--- src/source/instr_pkg.sv ---
// Instruction-side definitions for sleep control
//   Encodings of the two wait instructions
//   Cycles from a qualifying retire to the sleep output

`default_nettype none

package instr_pkg;

  // Wait for interrupt
  localparam logic [31:0] WFI_INSTR = 32'h1050_0073;

  // Wait for event, custom encoding in the SYSTEM opcode space
  localparam logic [31:0] WFE_INSTR = 32'h8c00_0073;

  // Retire edge -> wait state set -> sleep output set
  // Must be 2 or more; the wait stage chain is this long minus one
  localparam int unsigned WFI_TO_SLEEP_LATENCY = 2;

endpackage : instr_pkg

`default_nettype wire

--- src/source/irq_pkg.sv ---
// Interrupt-side definitions shared by the interrupt front end
//   Line count and implemented-line mask
//   Per-line vector type and interrupt number type
//   Privilege level encoding

`default_nettype none

package irq_pkg;

  // ------------------------------------------------
  // Interrupt lines
  // ------------------------------------------------

  // One bit per external interrupt line
  localparam int unsigned NUM_IRQ = 32;

  // Implemented lines 31..16 (platform), 11 (external), 7 (timer), 3 (software)
  // All other bits are reserved and never reach the pending word
  localparam logic [NUM_IRQ-1:0] VALID_IRQ_MASK = 32'hffff_0888;

  // Pending, enable and raw line words
  typedef logic [NUM_IRQ-1:0] irq_vec_t;

  // Number of the winning line, wide enough for any of the 32 lines
  typedef logic [$clog2(NUM_IRQ)-1:0] irq_id_t;

  // ------------------------------------------------
  // Privilege
  // ------------------------------------------------

  // Only user and machine mode exist on this core
  // Encodings follow the RISC-V privileged spec
  typedef enum logic [1:0] {
    PRIV_LVL_U = 2'b00,
    PRIV_LVL_M = 2'b11
  } priv_lvl_e;

endpackage : irq_pkg

`default_nettype wire
--- src/source/irq_wfi_top.sv ---
// Machine-mode interrupt front end, top level
//   Arbiter feeding the one-entry request buffer
//   Sleep controller woken by the arbiter

`default_nettype none

module irq_wfi_top
  import irq_pkg::*;
(
  input  wire          clk_i,
  input  wire          rst_ni,

  // External interrupt lines and CSR state
  input  irq_vec_t     irq_i,
  input  irq_vec_t     mie_i,
  input  wire          mstatus_mie_i,
  input  wire          mstatus_tw_i,
  input  priv_lvl_e    priv_lvl_i,
  output irq_vec_t     mip_o,

  // Interrupt request to the core
  output logic         irq_valid_o,
  output irq_id_t      irq_id_o,
  input  wire          irq_ready_i,

  // Retire port
  input  wire          retire_valid_i,
  input  wire  [31:0]  retire_instr_i,
  input  wire          retire_err_i,

  // Debug and pipeline status
  input  wire          debug_mode_i,
  input  wire          debug_req_i,
  input  wire          pipe_idle_i,

  output logic         core_sleep_o
);

  // Arbiter results
  logic    win_valid;
  irq_id_t win_id;
  logic    wake_pending;

  // ------------------------------------------------
  // Request path
  // ------------------------------------------------

  irq_arbiter irq_arbiter_i (
    .clk_i          (clk_i),
    .rst_ni         (rst_ni),
    .irq_i          (irq_i),
    .mie_i          (mie_i),
    .mstatus_mie_i  (mstatus_mie_i),
    .priv_lvl_i     (priv_lvl_i),
    .mip_o          (mip_o),
    .win_valid_o    (win_valid),
    .win_id_o       (win_id),
    .wake_pending_o (wake_pending)
  );

  irq_req_buffer irq_req_buffer_i (
    .clk_i       (clk_i),
    .rst_ni      (rst_ni),
    .win_valid_i (win_valid),
    .win_id_i    (win_id),
    .irq_ready_i (irq_ready_i),
    .irq_valid_o (irq_valid_o),
    .irq_id_o    (irq_id_o)
  );

  // ------------------------------------------------
  // Sleep control
  // ------------------------------------------------

  wfi_sleep_ctrl wfi_sleep_ctrl_i (
    .clk_i          (clk_i),
    .rst_ni         (rst_ni),
    .retire_valid_i (retire_valid_i),
    .retire_instr_i (retire_instr_i),
    .retire_err_i   (retire_err_i),
    .priv_lvl_i     (priv_lvl_i),
    .mstatus_tw_i   (mstatus_tw_i),
    .debug_mode_i   (debug_mode_i),
    .debug_req_i    (debug_req_i),
    .pipe_idle_i    (pipe_idle_i),
    .wake_pending_i (wake_pending),
    .core_sleep_o   (core_sleep_o)
  );

endmodule : irq_wfi_top

`default_nettype wire

--- src/source/wfi_sleep_ctrl.sv ---
// WFI/WFE sleep controller
//   Qualification of retiring wait instructions
//   Wait-state tracking with wake on interrupt or debug request
//   Registered core sleep output

`default_nettype none

module wfi_sleep_ctrl
  import irq_pkg::*;
  import instr_pkg::*;
(
  input  wire          clk_i,
  input  wire          rst_ni,

  // Retire port of the core
  input  wire          retire_valid_i,
  input  wire  [31:0]  retire_instr_i,
  input  wire          retire_err_i,

  // Status and control
  input  priv_lvl_e    priv_lvl_i,
  input  wire          mstatus_tw_i,
  input  wire          debug_mode_i,
  input  wire          debug_req_i,
  input  wire          pipe_idle_i,

  // Pending and enabled interrupt from the arbiter
  input  wire          wake_pending_i,

  output logic         core_sleep_o
);

  // One stage per cycle between the retire and the sleep flop
  logic [WFI_TO_SLEEP_LATENCY-2:0] wait_q;
  logic                            is_wait_instr;
  logic                            tw_trap;
  logic                            wait_retire;
  logic                            wake;
  logic                            sleep_q;

  // ------------------------------------------------
  // Retire qualification
  // ------------------------------------------------

  assign is_wait_instr = (retire_instr_i == WFI_INSTR) || (retire_instr_i == WFE_INSTR);

  // Timeout wait in U-mode turns the wait into an illegal instruction
  assign tw_trap = (priv_lvl_i == PRIV_LVL_U) && mstatus_tw_i;

  // Debug mode executes wait instructions as a nop
  assign wait_retire = retire_valid_i && is_wait_instr && !retire_err_i &&
                       !tw_trap && !debug_mode_i;

  // Any of these ends the wait
  assign wake = wake_pending_i || debug_req_i;

  // ------------------------------------------------
  // Wait state
  // ------------------------------------------------

  // Stage 0 is the wait state proper and holds until a wake event
  // A new retire wins over a wake in the same cycle, the wait then
  // lasts one cycle and sleep is never entered
  always_ff @(posedge clk_i or negedge rst_ni) begin
    if (!rst_ni) begin
      wait_q <= '0;
    end else begin
      wait_q[0] <= wait_retire || (wait_q[0] && !wake);
      for (int i = 1; i < WFI_TO_SLEEP_LATENCY - 1; i++) begin
        wait_q[i] <= wait_q[i-1] && !wake;
      end
    end
  end

  // ------------------------------------------------
  // Sleep output
  // ------------------------------------------------

  // Sleep only once the pipeline has drained
  // Stays low while an interrupt or debug request is present
  always_ff @(posedge clk_i or negedge rst_ni) begin
    if (!rst_ni) begin
      sleep_q <= 1'b0;
    end else begin
      sleep_q <= wait_q[WFI_TO_SLEEP_LATENCY-2] && pipe_idle_i && !wake;
    end
  end

  assign core_sleep_o = sleep_q;

endmodule : wfi_sleep_ctrl

`default_nettype wire

--- src/source/irq_req_buffer.sv ---
// Interrupt request buffer
//   One-entry holding register between the arbiter and the core
//   Valid/ready handshake with back-pressure on the interrupt number

`default_nettype none

module irq_req_buffer
  import irq_pkg::*;
(
  input  wire      clk_i,
  input  wire      rst_ni,

  // Winner from the arbiter
  input  wire      win_valid_i,
  input  irq_id_t  win_id_i,

  // Core side
  input  wire      irq_ready_i,
  output logic     irq_valid_o,
  output irq_id_t  irq_id_o
);

  logic    full_q;
  irq_id_t id_q;
  logic    load;
  logic    xfer;

  // ------------------------------------------------
  // Handshake
  // ------------------------------------------------

  // Core takes the request
  assign xfer = full_q && irq_ready_i;

  // Only an empty slot is filled
  // The transfer cycle still sees full_q set, so no reload happens there
  // and valid drops for at least one cycle after each acknowledge
  assign load = win_valid_i && !full_q;

  always_ff @(posedge clk_i or negedge rst_ni) begin
    if (!rst_ni) begin
      full_q <= 1'b0;
    end else if (xfer) begin
      full_q <= 1'b0;
    end else if (load) begin
      full_q <= 1'b1;
    end
  end

  // Held number, frozen while waiting for ready
  always_ff @(posedge clk_i) begin
    if (load) begin
      id_q <= win_id_i;
    end
  end

  assign irq_valid_o = full_q;
  assign irq_id_o    = id_q;

endmodule : irq_req_buffer

`default_nettype wire

--- src/source/irq_arbiter.sv ---
// Interrupt arbiter
//   Pending register fed from the external lines, reserved lines dropped
//   Local and global enable masking
//   Fixed-priority pick of the winning line and the wake indication

`default_nettype none

module irq_arbiter
  import irq_pkg::*;
(
  input  wire        clk_i,
  input  wire        rst_ni,

  // External lines and enables
  input  irq_vec_t   irq_i,
  input  irq_vec_t   mie_i,
  input  wire        mstatus_mie_i,
  input  priv_lvl_e  priv_lvl_i,

  // Pending word as seen by the CSR file
  output irq_vec_t   mip_o,

  // Winner towards the request buffer
  output logic       win_valid_o,
  output irq_id_t    win_id_o,

  // Any pending and enabled line, global enable ignored
  output logic       wake_pending_o
);

  // ------------------------------------------------
  // Pending register
  // ------------------------------------------------

  irq_vec_t mip_q;
  irq_vec_t pend_en;
  logic     global_en;
  logic     any_found;
  irq_id_t  sel_id;

  // Lines are sampled once per cycle
  // Reserved bits are cleared before the flop so they can never win
  always_ff @(posedge clk_i or negedge rst_ni) begin
    if (!rst_ni) begin
      mip_q <= '0;
    end else begin
      mip_q <= irq_i & VALID_IRQ_MASK;
    end
  end

  assign mip_o = mip_q;

  // ------------------------------------------------
  // Enable masking
  // ------------------------------------------------

  // Local enable per line
  assign pend_en = mip_q & mie_i;

  // M-mode honours mstatus.MIE
  // Lower privilege is always interruptible by M-mode interrupts
  assign global_en = (priv_lvl_i == PRIV_LVL_U) || mstatus_mie_i;

  // ------------------------------------------------
  // Fixed-priority selection
  // ------------------------------------------------

  // Order is 31 down to 16, then 11, then 3, then 7
  always_comb begin
    any_found = 1'b0;
    sel_id    = '0;

    // Platform lines, highest number first
    for (int i = NUM_IRQ - 1; i >= 16; i--) begin
      if (!any_found && pend_en[i]) begin
        any_found = 1'b1;
        sel_id    = irq_id_t'(i);
      end
    end

    // Machine external
    if (!any_found && pend_en[11]) begin
      any_found = 1'b1;
      sel_id    = irq_id_t'(11);
    end

    // Machine software beats machine timer
    if (!any_found && pend_en[3]) begin
      any_found = 1'b1;
      sel_id    = irq_id_t'(3);
    end

    if (!any_found && pend_en[7]) begin
      any_found = 1'b1;
      sel_id    = irq_id_t'(7);
    end
  end

  // A request is only offered when it may actually be taken
  assign win_valid_o = any_found && global_en;
  assign win_id_o    = sel_id;

  // Wakeup from WFI does not depend on the global enable
  assign wake_pending_o = any_found;

endmodule : irq_arbiter

`default_nettype wire

--- config.mk ---
export PLATFORM = sky130hd
export DESIGN_NAME = irq_wfi_top
export DESIGN_NICKNAME = d
export VERILOG_FILES = /design/src/source/instr_pkg.sv /design/src/source/irq_pkg.sv /design/src/source/irq_wfi_top.sv /design/src/source/wfi_sleep_ctrl.sv /design/src/source/irq_req_buffer.sv /design/src/source/irq_arbiter.sv
export SDC_FILE = /design/constraint.sdc
export NUM_CORES = 1
export LEC_CHECK = 0
export ABC_AREA = 1
export CAP_MARGIN = 20
export CELL_PAD_IN_SITES_DETAIL_PLACEMENT = 1
export CELL_PAD_IN_SITES_GLOBAL_PLACEMENT = 2
export CORE_MARGIN = 2
export CORE_UTILIZATION = 26
export DETAILED_ROUTE_END_ITERATION = 8
export DONT_BUFFER_PORTS = 1
export PLACE_DENSITY_LB_ADDON = 0.1
export SYNTH_ARGS = -nofsm -noshare
export SYNTH_HDL_FRONTEND = slang
export SYNTH_SLANG_ARGS = --single-unit
export TNS_END_PERCENT = 30
--- constraint.sdc ---
create_clock -name clk_i -period 1.8 [get_ports clk_i]
set_clock_uncertainty 0.2 [all_clocks]
set_input_delay 0.27 -clock clk_i [delete_from_list [all_inputs] [get_ports clk_i]]
set_output_delay 0.27 -clock clk_i [all_outputs]
set_load 0.05 [all_outputs]
# Yosys cells after proc, flatten, opt, wreduce, memory -nomap -nowiden
# Index checks and enable logic that the tools add are counted.
[totals]
regBits = 27
input_bits = 108
out_inout_bits = 39
elab_cells = 109
[classes]
eq_ne = 2
n_mux = 39
bitwise = 1
reduce_logical = 60
[ops]
columns = ["cell", "count"]
rows = [
  ["2-to-1 mux 5 bit", 16],
  ["bitwise AND 32 bit", 1],
  ["== test 32 x 29 -> 1 bit (second input constant)", 1],
  ["== test 32 bit (second input constant)", 1],
  ["logical AND 1 bit", 29],
  ["zero test 1 bit", 23],
  ["2-to-1 mux 1 bit", 21],
  ["logical OR 1 bit", 4],
  ["2-to-1 mux 4 bit", 1],
  ["2-to-1 mux 3 bit", 1],
  ["OR reduction 3 bit", 1],
  ["zero test 2 bit", 1],
  ["nonzero test 2 bit", 1],
  ["OR reduction 2 bit", 1],
]

# Depth between registers and ports, before layout
# Gate-level depths: netlist of the first run.
[depth]
word_depth = 60
mapped_depth = 12
ltp_nobuf = 12

# Cells and area by module
# From an unflattened synthesis of the first run, not the netlist that was laid out.
[unflattened]
hier_cells = 182
hier_area_um2 = 1498.9
[modules_own_cells]
columns = ["mod", "instances", "cells_per_inst", "area_each_um2"]
rows = [
  ["irq_arbiter", 1, 107, 1001.0],
  ["wfi_sleep_ctrl", 1, 63, 295.3],
  ["irq_req_buffer", 1, 12, 202.7],
]

# Least setup slack after synthesis of the first run
# Ideal clock, no wire load.
[synth_timing]
path_type = "register to register"
start = "reg irq_arbiter_i.mip_q[31], in the netlist irq_arbiter_i.mip_o[31]"
end = "reg irq_req_buffer_i.id_q[0], in the netlist irq_req_buffer_i.irq_id_o[0], enable pin"
setup_time_ns = 0.257
arrival_time_ns = 1.854
path_slack_ns = -0.511
stages_incl_launch_ff = 13
n_path_buf = 0
synth_period_minus_slack_ns = 2.311
path_cell_list = "dfrtp_1 -> nand2_2 -> nand2_4 -> nor2_4 -> nand4_2 -> nor2_4 -> nand4_4 -> nor2_4 -> nand4_2 -> nor2_4 -> nand3_1 -> nand2_1 -> inv_1"
[synth_via]
elab_chain_len = 58
[synth_lines]
columns = ["element", "line_no", "rtl"]
rows = [
  ["from (decl)", "irq_arbiter.sv:35", "irq_vec_t mip_q;"],
  ["from (signal assigned)", "irq_arbiter.sv:47", "mip_q <= irq_i & VALID_IRQ_MASK;"],
  ["bitwise AND 32 bit (*)", "irq_arbiter.sv:58", "assign pend_en = mip_q & mie_i;"],
  ["2-to-1 mux 1 bit (*)", "irq_arbiter.sv:75", "if (!any_found && pend_en[i]) begin"],
  ["zero test 1 bit", "irq_arbiter.sv:75", ""],
  ["logical AND 1 bit", "irq_arbiter.sv:75", ""],
  ["2-to-1 mux 1 bit (*)", "irq_arbiter.sv:75", ""],
  ["zero test 1 bit", "irq_arbiter.sv:75", ""],
  ["logical AND 1 bit", "irq_arbiter.sv:75", ""],
  ["2-to-1 mux 1 bit (*)", "irq_arbiter.sv:75", ""],
  ["[... 43 more ...]", "-", ""],
  ["logical AND 1 bit", "irq_arbiter.sv:88", "if (!any_found && pend_en[3]) begin"],
  ["2-to-1 mux 1 bit (*)", "irq_arbiter.sv:88", ""],
  ["zero test 1 bit", "irq_arbiter.sv:93", "if (!any_found && pend_en[7]) begin"],
  ["logical AND 1 bit", "irq_arbiter.sv:93", ""],
  ["2-to-1 mux 1 bit (*)", "irq_arbiter.sv:93", ""],
  ["logical AND 1 bit (*)", "irq_arbiter.sv:100", "assign win_valid_o = any_found && global_en;"],
  ["logical AND 1 bit (*)", "irq_req_buffer.sv:38", "assign load = win_valid_i && !full_q;"],
  ["net irq_req_buffer_i.load", "irq_req_buffer.sv:25", "logic load;"],
  ["to (signal assigned)", "irq_req_buffer.sv:53", "id_q <= win_id_i;"],
  ["to (decl)", "irq_req_buffer.sv:24", "irq_id_t id_q;"],
]
# Mark *: on every way through the listed nets, which the timed path passes. The rest lies on a longest branch.
# A chain may end at the register's enable or synchronous reset.

# Worst setup path after layout of the first run
# Same ends and word-level chain as after synthesis.

==> run metrics, run 1 <==
run status finished with violations; failing checks setup timing; register area share after synthesis 52.2%; setup violators final 13; Worst EP required 1640 ps; Comb power frac 27.3%; ANT nets after route 0; Port Buf Inserts 0; DRT Pass-1 Iters 3; Final min period 1990 ps; antenna fix cells 0; grt ovf 0; post-synth cell types 25; synth warn 0; largest area contributor in the netlist dfrtp_1; filler cell count 592; unrepaired setup endpoints after global routing true; Synth Flop Type dfrtp_1; Syn Std Cell Area 1340 um2; CP endpoint kind register; clock tree sinks 27; Clock power frac 23.1%; Leakage 0.900 nW; Power Density 731 nW/um2; WP data arrival 1820 ps; residual DRC count 0; Syn Area/Cell 9.32 um2; sw frac 34.3%; core area 5040 um2; P_int 0.953 mW; top cells by count, synth nand2_1 (27), dfrtp_1 (22), inv_1 (18); Async SR Flop Fraction 81.5%; vias in the first global route 1,255; Die H 75.9 um; VDD IR max 0.378 mV; share of the synthesized area in the top cell type 41.0%; most frequent cell after synthesis nand2_1; Layout Area Growth over Synthesis 47.7%; dpl hpwl 3010 um; fmax 504 MHz; Die Width 75.9 um; sequential power share 49.6%; Cell Area, Placed 1590 um2; number of synthesized flops with an enable pin 5; I/O pin count 147; flops & latches, synth 27; final hold violation count 0; Slew Viols, Final 0; GRT Overall Usage 12.6%; P_sw 0.497 mW; TritonCTS clock tree built; Root Buffer clkbuf_8; pin count of the biggest net entering global routing 23; Crit Path Category register to register; max-cap viol count 0; Syn Inst Count 144; first-pass GRT wire length 5420 um; initial core utilization 26.6%; vias per cell 4.37; setup ws final -185 ps; Design Power 1.45 mW; Nets 314; Reg clk slew, reported paths 90 ps; drt first-iter violations 24; Routed WL 3570 um; layout cell share with drive strength beyond 1 29.8%; Num CTS Buffers 3; Hold WC Path Type input pin to register; H-Tree Depth 1; Longest Clk Path Bufs 2; Tcrit/Tclk final 110%; final instance area 1980 um2; gpl congestion 0.746; vias 1,202; Finished Layout Cells 275; clk_lat worst skew 260 ps; Synth area leaders dfrtp_1 (41%), edfxtp_1 (11%), nand2_1 (7.5%); die area 5750 um2; antenna violations before repair 0; row count 26; Crit Path Max Fanout 5; WL per Instance 13.0 um; Inst Count DP 241; Worst setup SP type register
==> kinds of logic after synthesis <==
family	Yosys count	share of synthesized area, %
AOI/OAI and AO/OA	11	5.22
buffers and inverters	32	12.6
DFF	27	52.2
other	1	0.279
and+or+nand+nor	73	29.7
==> flip-flops by register name, indices dropped and copies added, names as in the netlist <==
register,flops
wfi_sleep_ctrl_i.wait_q,1
irq_arbiter_i.mip_o,19
irq_req_buffer_i.irq_valid_o,1
wfi_sleep_ctrl_i.core_sleep_o,1
irq_req_buffer_i.irq_id_o,5
==> cell type report <==
class / instances / area (um2) / area share (%)
clock buffers: 4 / 45.0 / 2.27
inverters: 19 / 73.8 / 3.72
multi-input cells: 97 / 568 / 28.6
flip-flops and latches: 27 / 706 / 35.6
well taps: 70 / 87.6 / 4.42
repair buffers: 58 / 503 / 25.4
==> critical path, cell delays in order (launching register included) <==
cell and delay (ps):
dfrtp_2 440, nand2_4 80, nand2_4 50, nor2_4 130, nand4_4 90, nor2_4 120, nand4_4 90, nor2_4 130
nand4_4 90, nor2_4 110, nand3_2 70, nand2_2 100, inv_4 50
==> through the flow <==
| step | worst slack, ps | setup TNS (ps) | hold slack, ps | utilization [%] |
|---|---|---|---|---|
| floorplan | -383 | -3450 | -226 | - |
| global placement | -245 | -2590 | -225 | 31.6 |
| detailed placement | -290 | -3120 | -225 | 31.6 |
| CTS | -285 | -3340 | 17.9 | 38.5 |
| global route | -317 | -3970 | 37.1 | 39.3 |
| finish | -185 | -2060 | 25.0 | 39.3 |
==> final timing paths <==
| kind | startpoint | end | slack [ps] | cells past startpoint |
|---|---|---|---|---|
| hold / removal | retire_instr_i[26] | wfi_sleep_ctrl_i.wait_q | 20 | 3 |
| min in group asynchronous | rst_ni | irq_arbiter_i.mip_o[25] | 160 | 1 |
| max in group asynchronous | rst_ni | irq_arbiter_i.mip_o[31] | 790 | 2 |
| setup / recovery | irq_arbiter_i.mip_o[31] | irq_req_buffer_i.irq_id_o[0] | -190 | 12 |
| hold reg to reg | wfi_sleep_ctrl_i.wait_q | wfi_sleep_ctrl_i.core_sleep_o | 410 | 4 |
| setup reg to reg | irq_arbiter_i.mip_o[31] | irq_req_buffer_i.irq_id_o[0] | -190 | 12 |
==> layer usage <==
| layer | routed length, um | GRT usage, % |
|---|---|---|
| met5 | 0 | 0 |
| met4 | 48 | 4.68 |
| met3 | 271 | 2.25 |
| met2 | 2020 | 24.7 |
| met1 | 1220 | 13.2 |
==> placed cells by master, fill, tap and decap left out, drive strengths merged <==
master,synthesis,routed
a221oi,1,1
nand3,11,11
o311ai,1,1
dlygate4sd3,0,24
nor3,4,4
nor2,17,17
buf,13,34
conb,1,13
edfxtp,5,5
a21oi,2,2
clkbuf,0,4
inv,19,19
nand4,6,6
dfrtp,22,22
a211oi,1,1
o21ai,4,4
nor4,5,5
o211ai,2,2
nand2,30,30
==> power by group through the flow <==
stage               combinational (mW)  sequential (mW)  clock, mW
global placement                 0.320            0.730          0
global route                     0.426            0.725      0.372
finish                           0.396            0.720      0.335
CTS                              0.394            0.720      0.360
floorplan                        0.164            0.825          0
detailed placement               0.325            0.732          0
==> repair_timing <==
action                                  in CTS  in global routing
hold buffers                                24                  0
resized for setup                            8                  3
buffers inserted                             4                  1
endpoints found under the setup margin      13                 13
pin swaps                                    8                  6
hold endpoints to repair                    44                  0
(Power assumes the default switching activity.)
==> run 2, diff against run 1 <==
- CORE_MARGIN: 2 -> default
==> run 2 against run 1 <==
Net effect: the flow still finishes with violations (setup timing); global-route usage grew 1.3 points; critical endpoint is now irq_req_buffer_i.irq_id_o[2]; cell count shrank 1.8%; combinational power decreased by 1%; largest power group unchanged; worst setup slack improved by 5.2 ps; total power grew 1.1%; final area shrank 1.3%; flip-flop and latch count unchanged.
==> run metrics, run 2 (synthesis results as in run 1) <==
final instance area 1960 um2 (was 1980 um2); Setup Total Neg Slack -2000 ps (was -2060 ps); Power Density 749 nW/um2 (was 731 nW/um2); Crit Path Max Fanout 5 (unchanged); commonest cells after routing, fill and taps aside buf_4 (31), nand2_1 (24), dlygate4sd3_1 (24), dfrtp_1 (18), inv_1 (17) (was buf_4 (33), dlygate4sd3_1 (24), nand2_1 (23), dfrtp_1 (18), inv_1 (17)); I/O pin count 147 (unchanged); dpl hpwl 3040 um (was 3010 um); max-cap viol count 0 (unchanged); WP data arrival 1830 ps (was 1820 ps); die area 5460 um2 (was 5750 um2); Routed WL 3690 um (was 3570 um); first-pass GRT wire length 5660 um (was 5420 um); Worst Hold Margin 15.3 ps (was 25.0 ps); TritonCTS clock tree built (unchanged); Die H 73.9 um (was 75.9 um); Worst EP required 1650 ps (was 1640 ps); max reg flops 19 (unchanged); setup violators final 13 (unchanged); P_sw 0.514 mW (was 0.497 mW); sw frac 35.1% (was 34.3%); antenna violations before repair 0 (unchanged); clk_lat worst skew 270 ps (was 260 ps); run status finished with violations (unchanged); Leakage 0.893 nW (was 0.900 nW); Tcrit/Tclk final 110% (about the same); final hold violation count 0 (unchanged); Comb power frac 26.8% (was 27.3%); Setup WS pre-CTS -255 ps (was -290 ps); commonest non-fill, non-tap cell in the layout buf_4 (unchanged); core area 4850 um2 (was 5040 um2); Hold WC Path Type input pin to register (unchanged); Cell Area, Placed 1580 um2 (was 1590 um2); Slew Viols, Final 0 (unchanged); Reg clk slew, reported paths 100 ps (was 90 ps); Longest Clk Path Bufs 2 (unchanged); vias in the first global route 1,286 (was 1,255); GRT Overall Usage 13.9% (was 12.6%); antenna fix cells 0 (unchanged); P_int 0.952 mW (was 0.953 mW); Num CTS Buffers 3 (unchanged); Root Buffer clkbuf_8 (unchanged); row count 25 (was 26); unrepaired setup endpoints after global routing true (unchanged); Layout Area Growth over Synthesis 45.8% (was 47.7%); vias 1,184 (was 1,202); Crit Path Category register to register (unchanged); setup ws final -180 ps (was -185 ps); layout cell share with drive strength beyond 1 28.1% (was 29.8%); initial core utilization 27.7% (was 26.6%); grt ovf 0 (unchanged); drt first-iter violations 30 (was 24); Port Buf Inserts 0 (unchanged); Worst setup SP type register (unchanged); CP endpoint kind register (unchanged); vias per cell 4.39 (was 4.37); Design Power 1.47 mW (was 1.45 mW); fmax 505 MHz (was 504 MHz); residual DRC count 0 (unchanged); H-Tree Depth 1 (unchanged); Nets 312 (was 314); pin count of the biggest net entering global routing 23 (unchanged); Clock power frac 24.2% (was 23.1%); WL per Instance 13.7 um (was 13.0 um); failing checks setup timing (unchanged); VDD IR max 0.259 mV (was 0.378 mV); Die Width 73.9 um (was 75.9 um); DRT Pass-1 Iters 3 (unchanged); sequential power share 49.0% (was 49.6%); Final min period 1980 ps (was 1990 ps); clock tree sinks 27 (unchanged); gpl congestion 0.764 (was 0.746); ANT nets after route 0 (unchanged)
==> run 2: worst paths after layout <==
kind                                    startpoint                            end  slack [ps]  cells past startpoint
setup / recovery           irq_arbiter_i.mip_o[31]   irq_req_buffer_i.irq_id_o[2]        -180                     12
hold / removal                  retire_instr_i[26]        wfi_sleep_ctrl_i.wait_q          20                      3
setup reg to reg           irq_arbiter_i.mip_o[31]   irq_req_buffer_i.irq_id_o[2]        -180                     12
hold reg to reg            wfi_sleep_ctrl_i.wait_q  wfi_sleep_ctrl_i.core_sleep_o         420                      4
max in group asynchronous                   rst_ni        irq_arbiter_i.mip_o[30]         790                      2
min in group asynchronous                   rst_ni        irq_arbiter_i.mip_o[27]         170                      1
==> run 2: power by group through the flow <==
stage          Sequential, mW  Clock (mW)  Combinational (mW)
4_1_cts                 0.719       0.365               0.388
6_report                0.719       0.355               0.392
2_1_floorplan           0.825           0               0.164
5_1_grt                 0.723       0.379               0.422
3_5_place_dp            0.731           0               0.318
3_3_place_gp            0.730           0               0.314
==> run 2: worst max-delay path: stages (launching register included) <==
cell and delay, ps:
dfrtp_2 420, nand2_2 90, nand2_4 60, nor2_4 130, nand4_4 90, nor2_4 120, nand4_4 90, nor2_4 130
nand4_4 90, nor2_4 100, nand3_2 70, nand2_2 100, inv_4 50
==> run 2: area by class of cell <==
type | count | area, um2
multi-input cells | 97 | 548
flip-flops and latches | 27 | 706
well taps | 67 | 83.8
clock buffers | 4 | 45.0
inverters | 19 | 73.8
repair buffers | 56 | 500
fillers | 577 | 2890
==> run 2: per-stage QoR <==
stage          util, %  std cells
2_1_floorplan        -        156
3_3_place_gp      32.6        237
3_5_place_dp      32.6        237
4_1_cts           39.6        268
5_1_grt           40.4        270
6_report          40.4        270
==> run 2: what timing repair did <==
| item | CTS | global route |
|---|---|---|
| resized for setup | 7 | 0 |
| setup buffers | 3 | 1 |
| endpoints found under the setup margin | 13 | 13 |
| endpoints found under the hold margin | 44 | 0 |
| pin swaps | 2 | 0 |
| hold buffers | 24 | 0 |
==> run 2: layer usage <==
metal  global-route usage [%]  vias up  share of wire, %
li1                         -      563                 -
met1                     15.7      544                36
met2                     26.0       73                56
met3                     1.78        4               6.5
met4                     5.77        0               1.4
met5                        0        -                 0
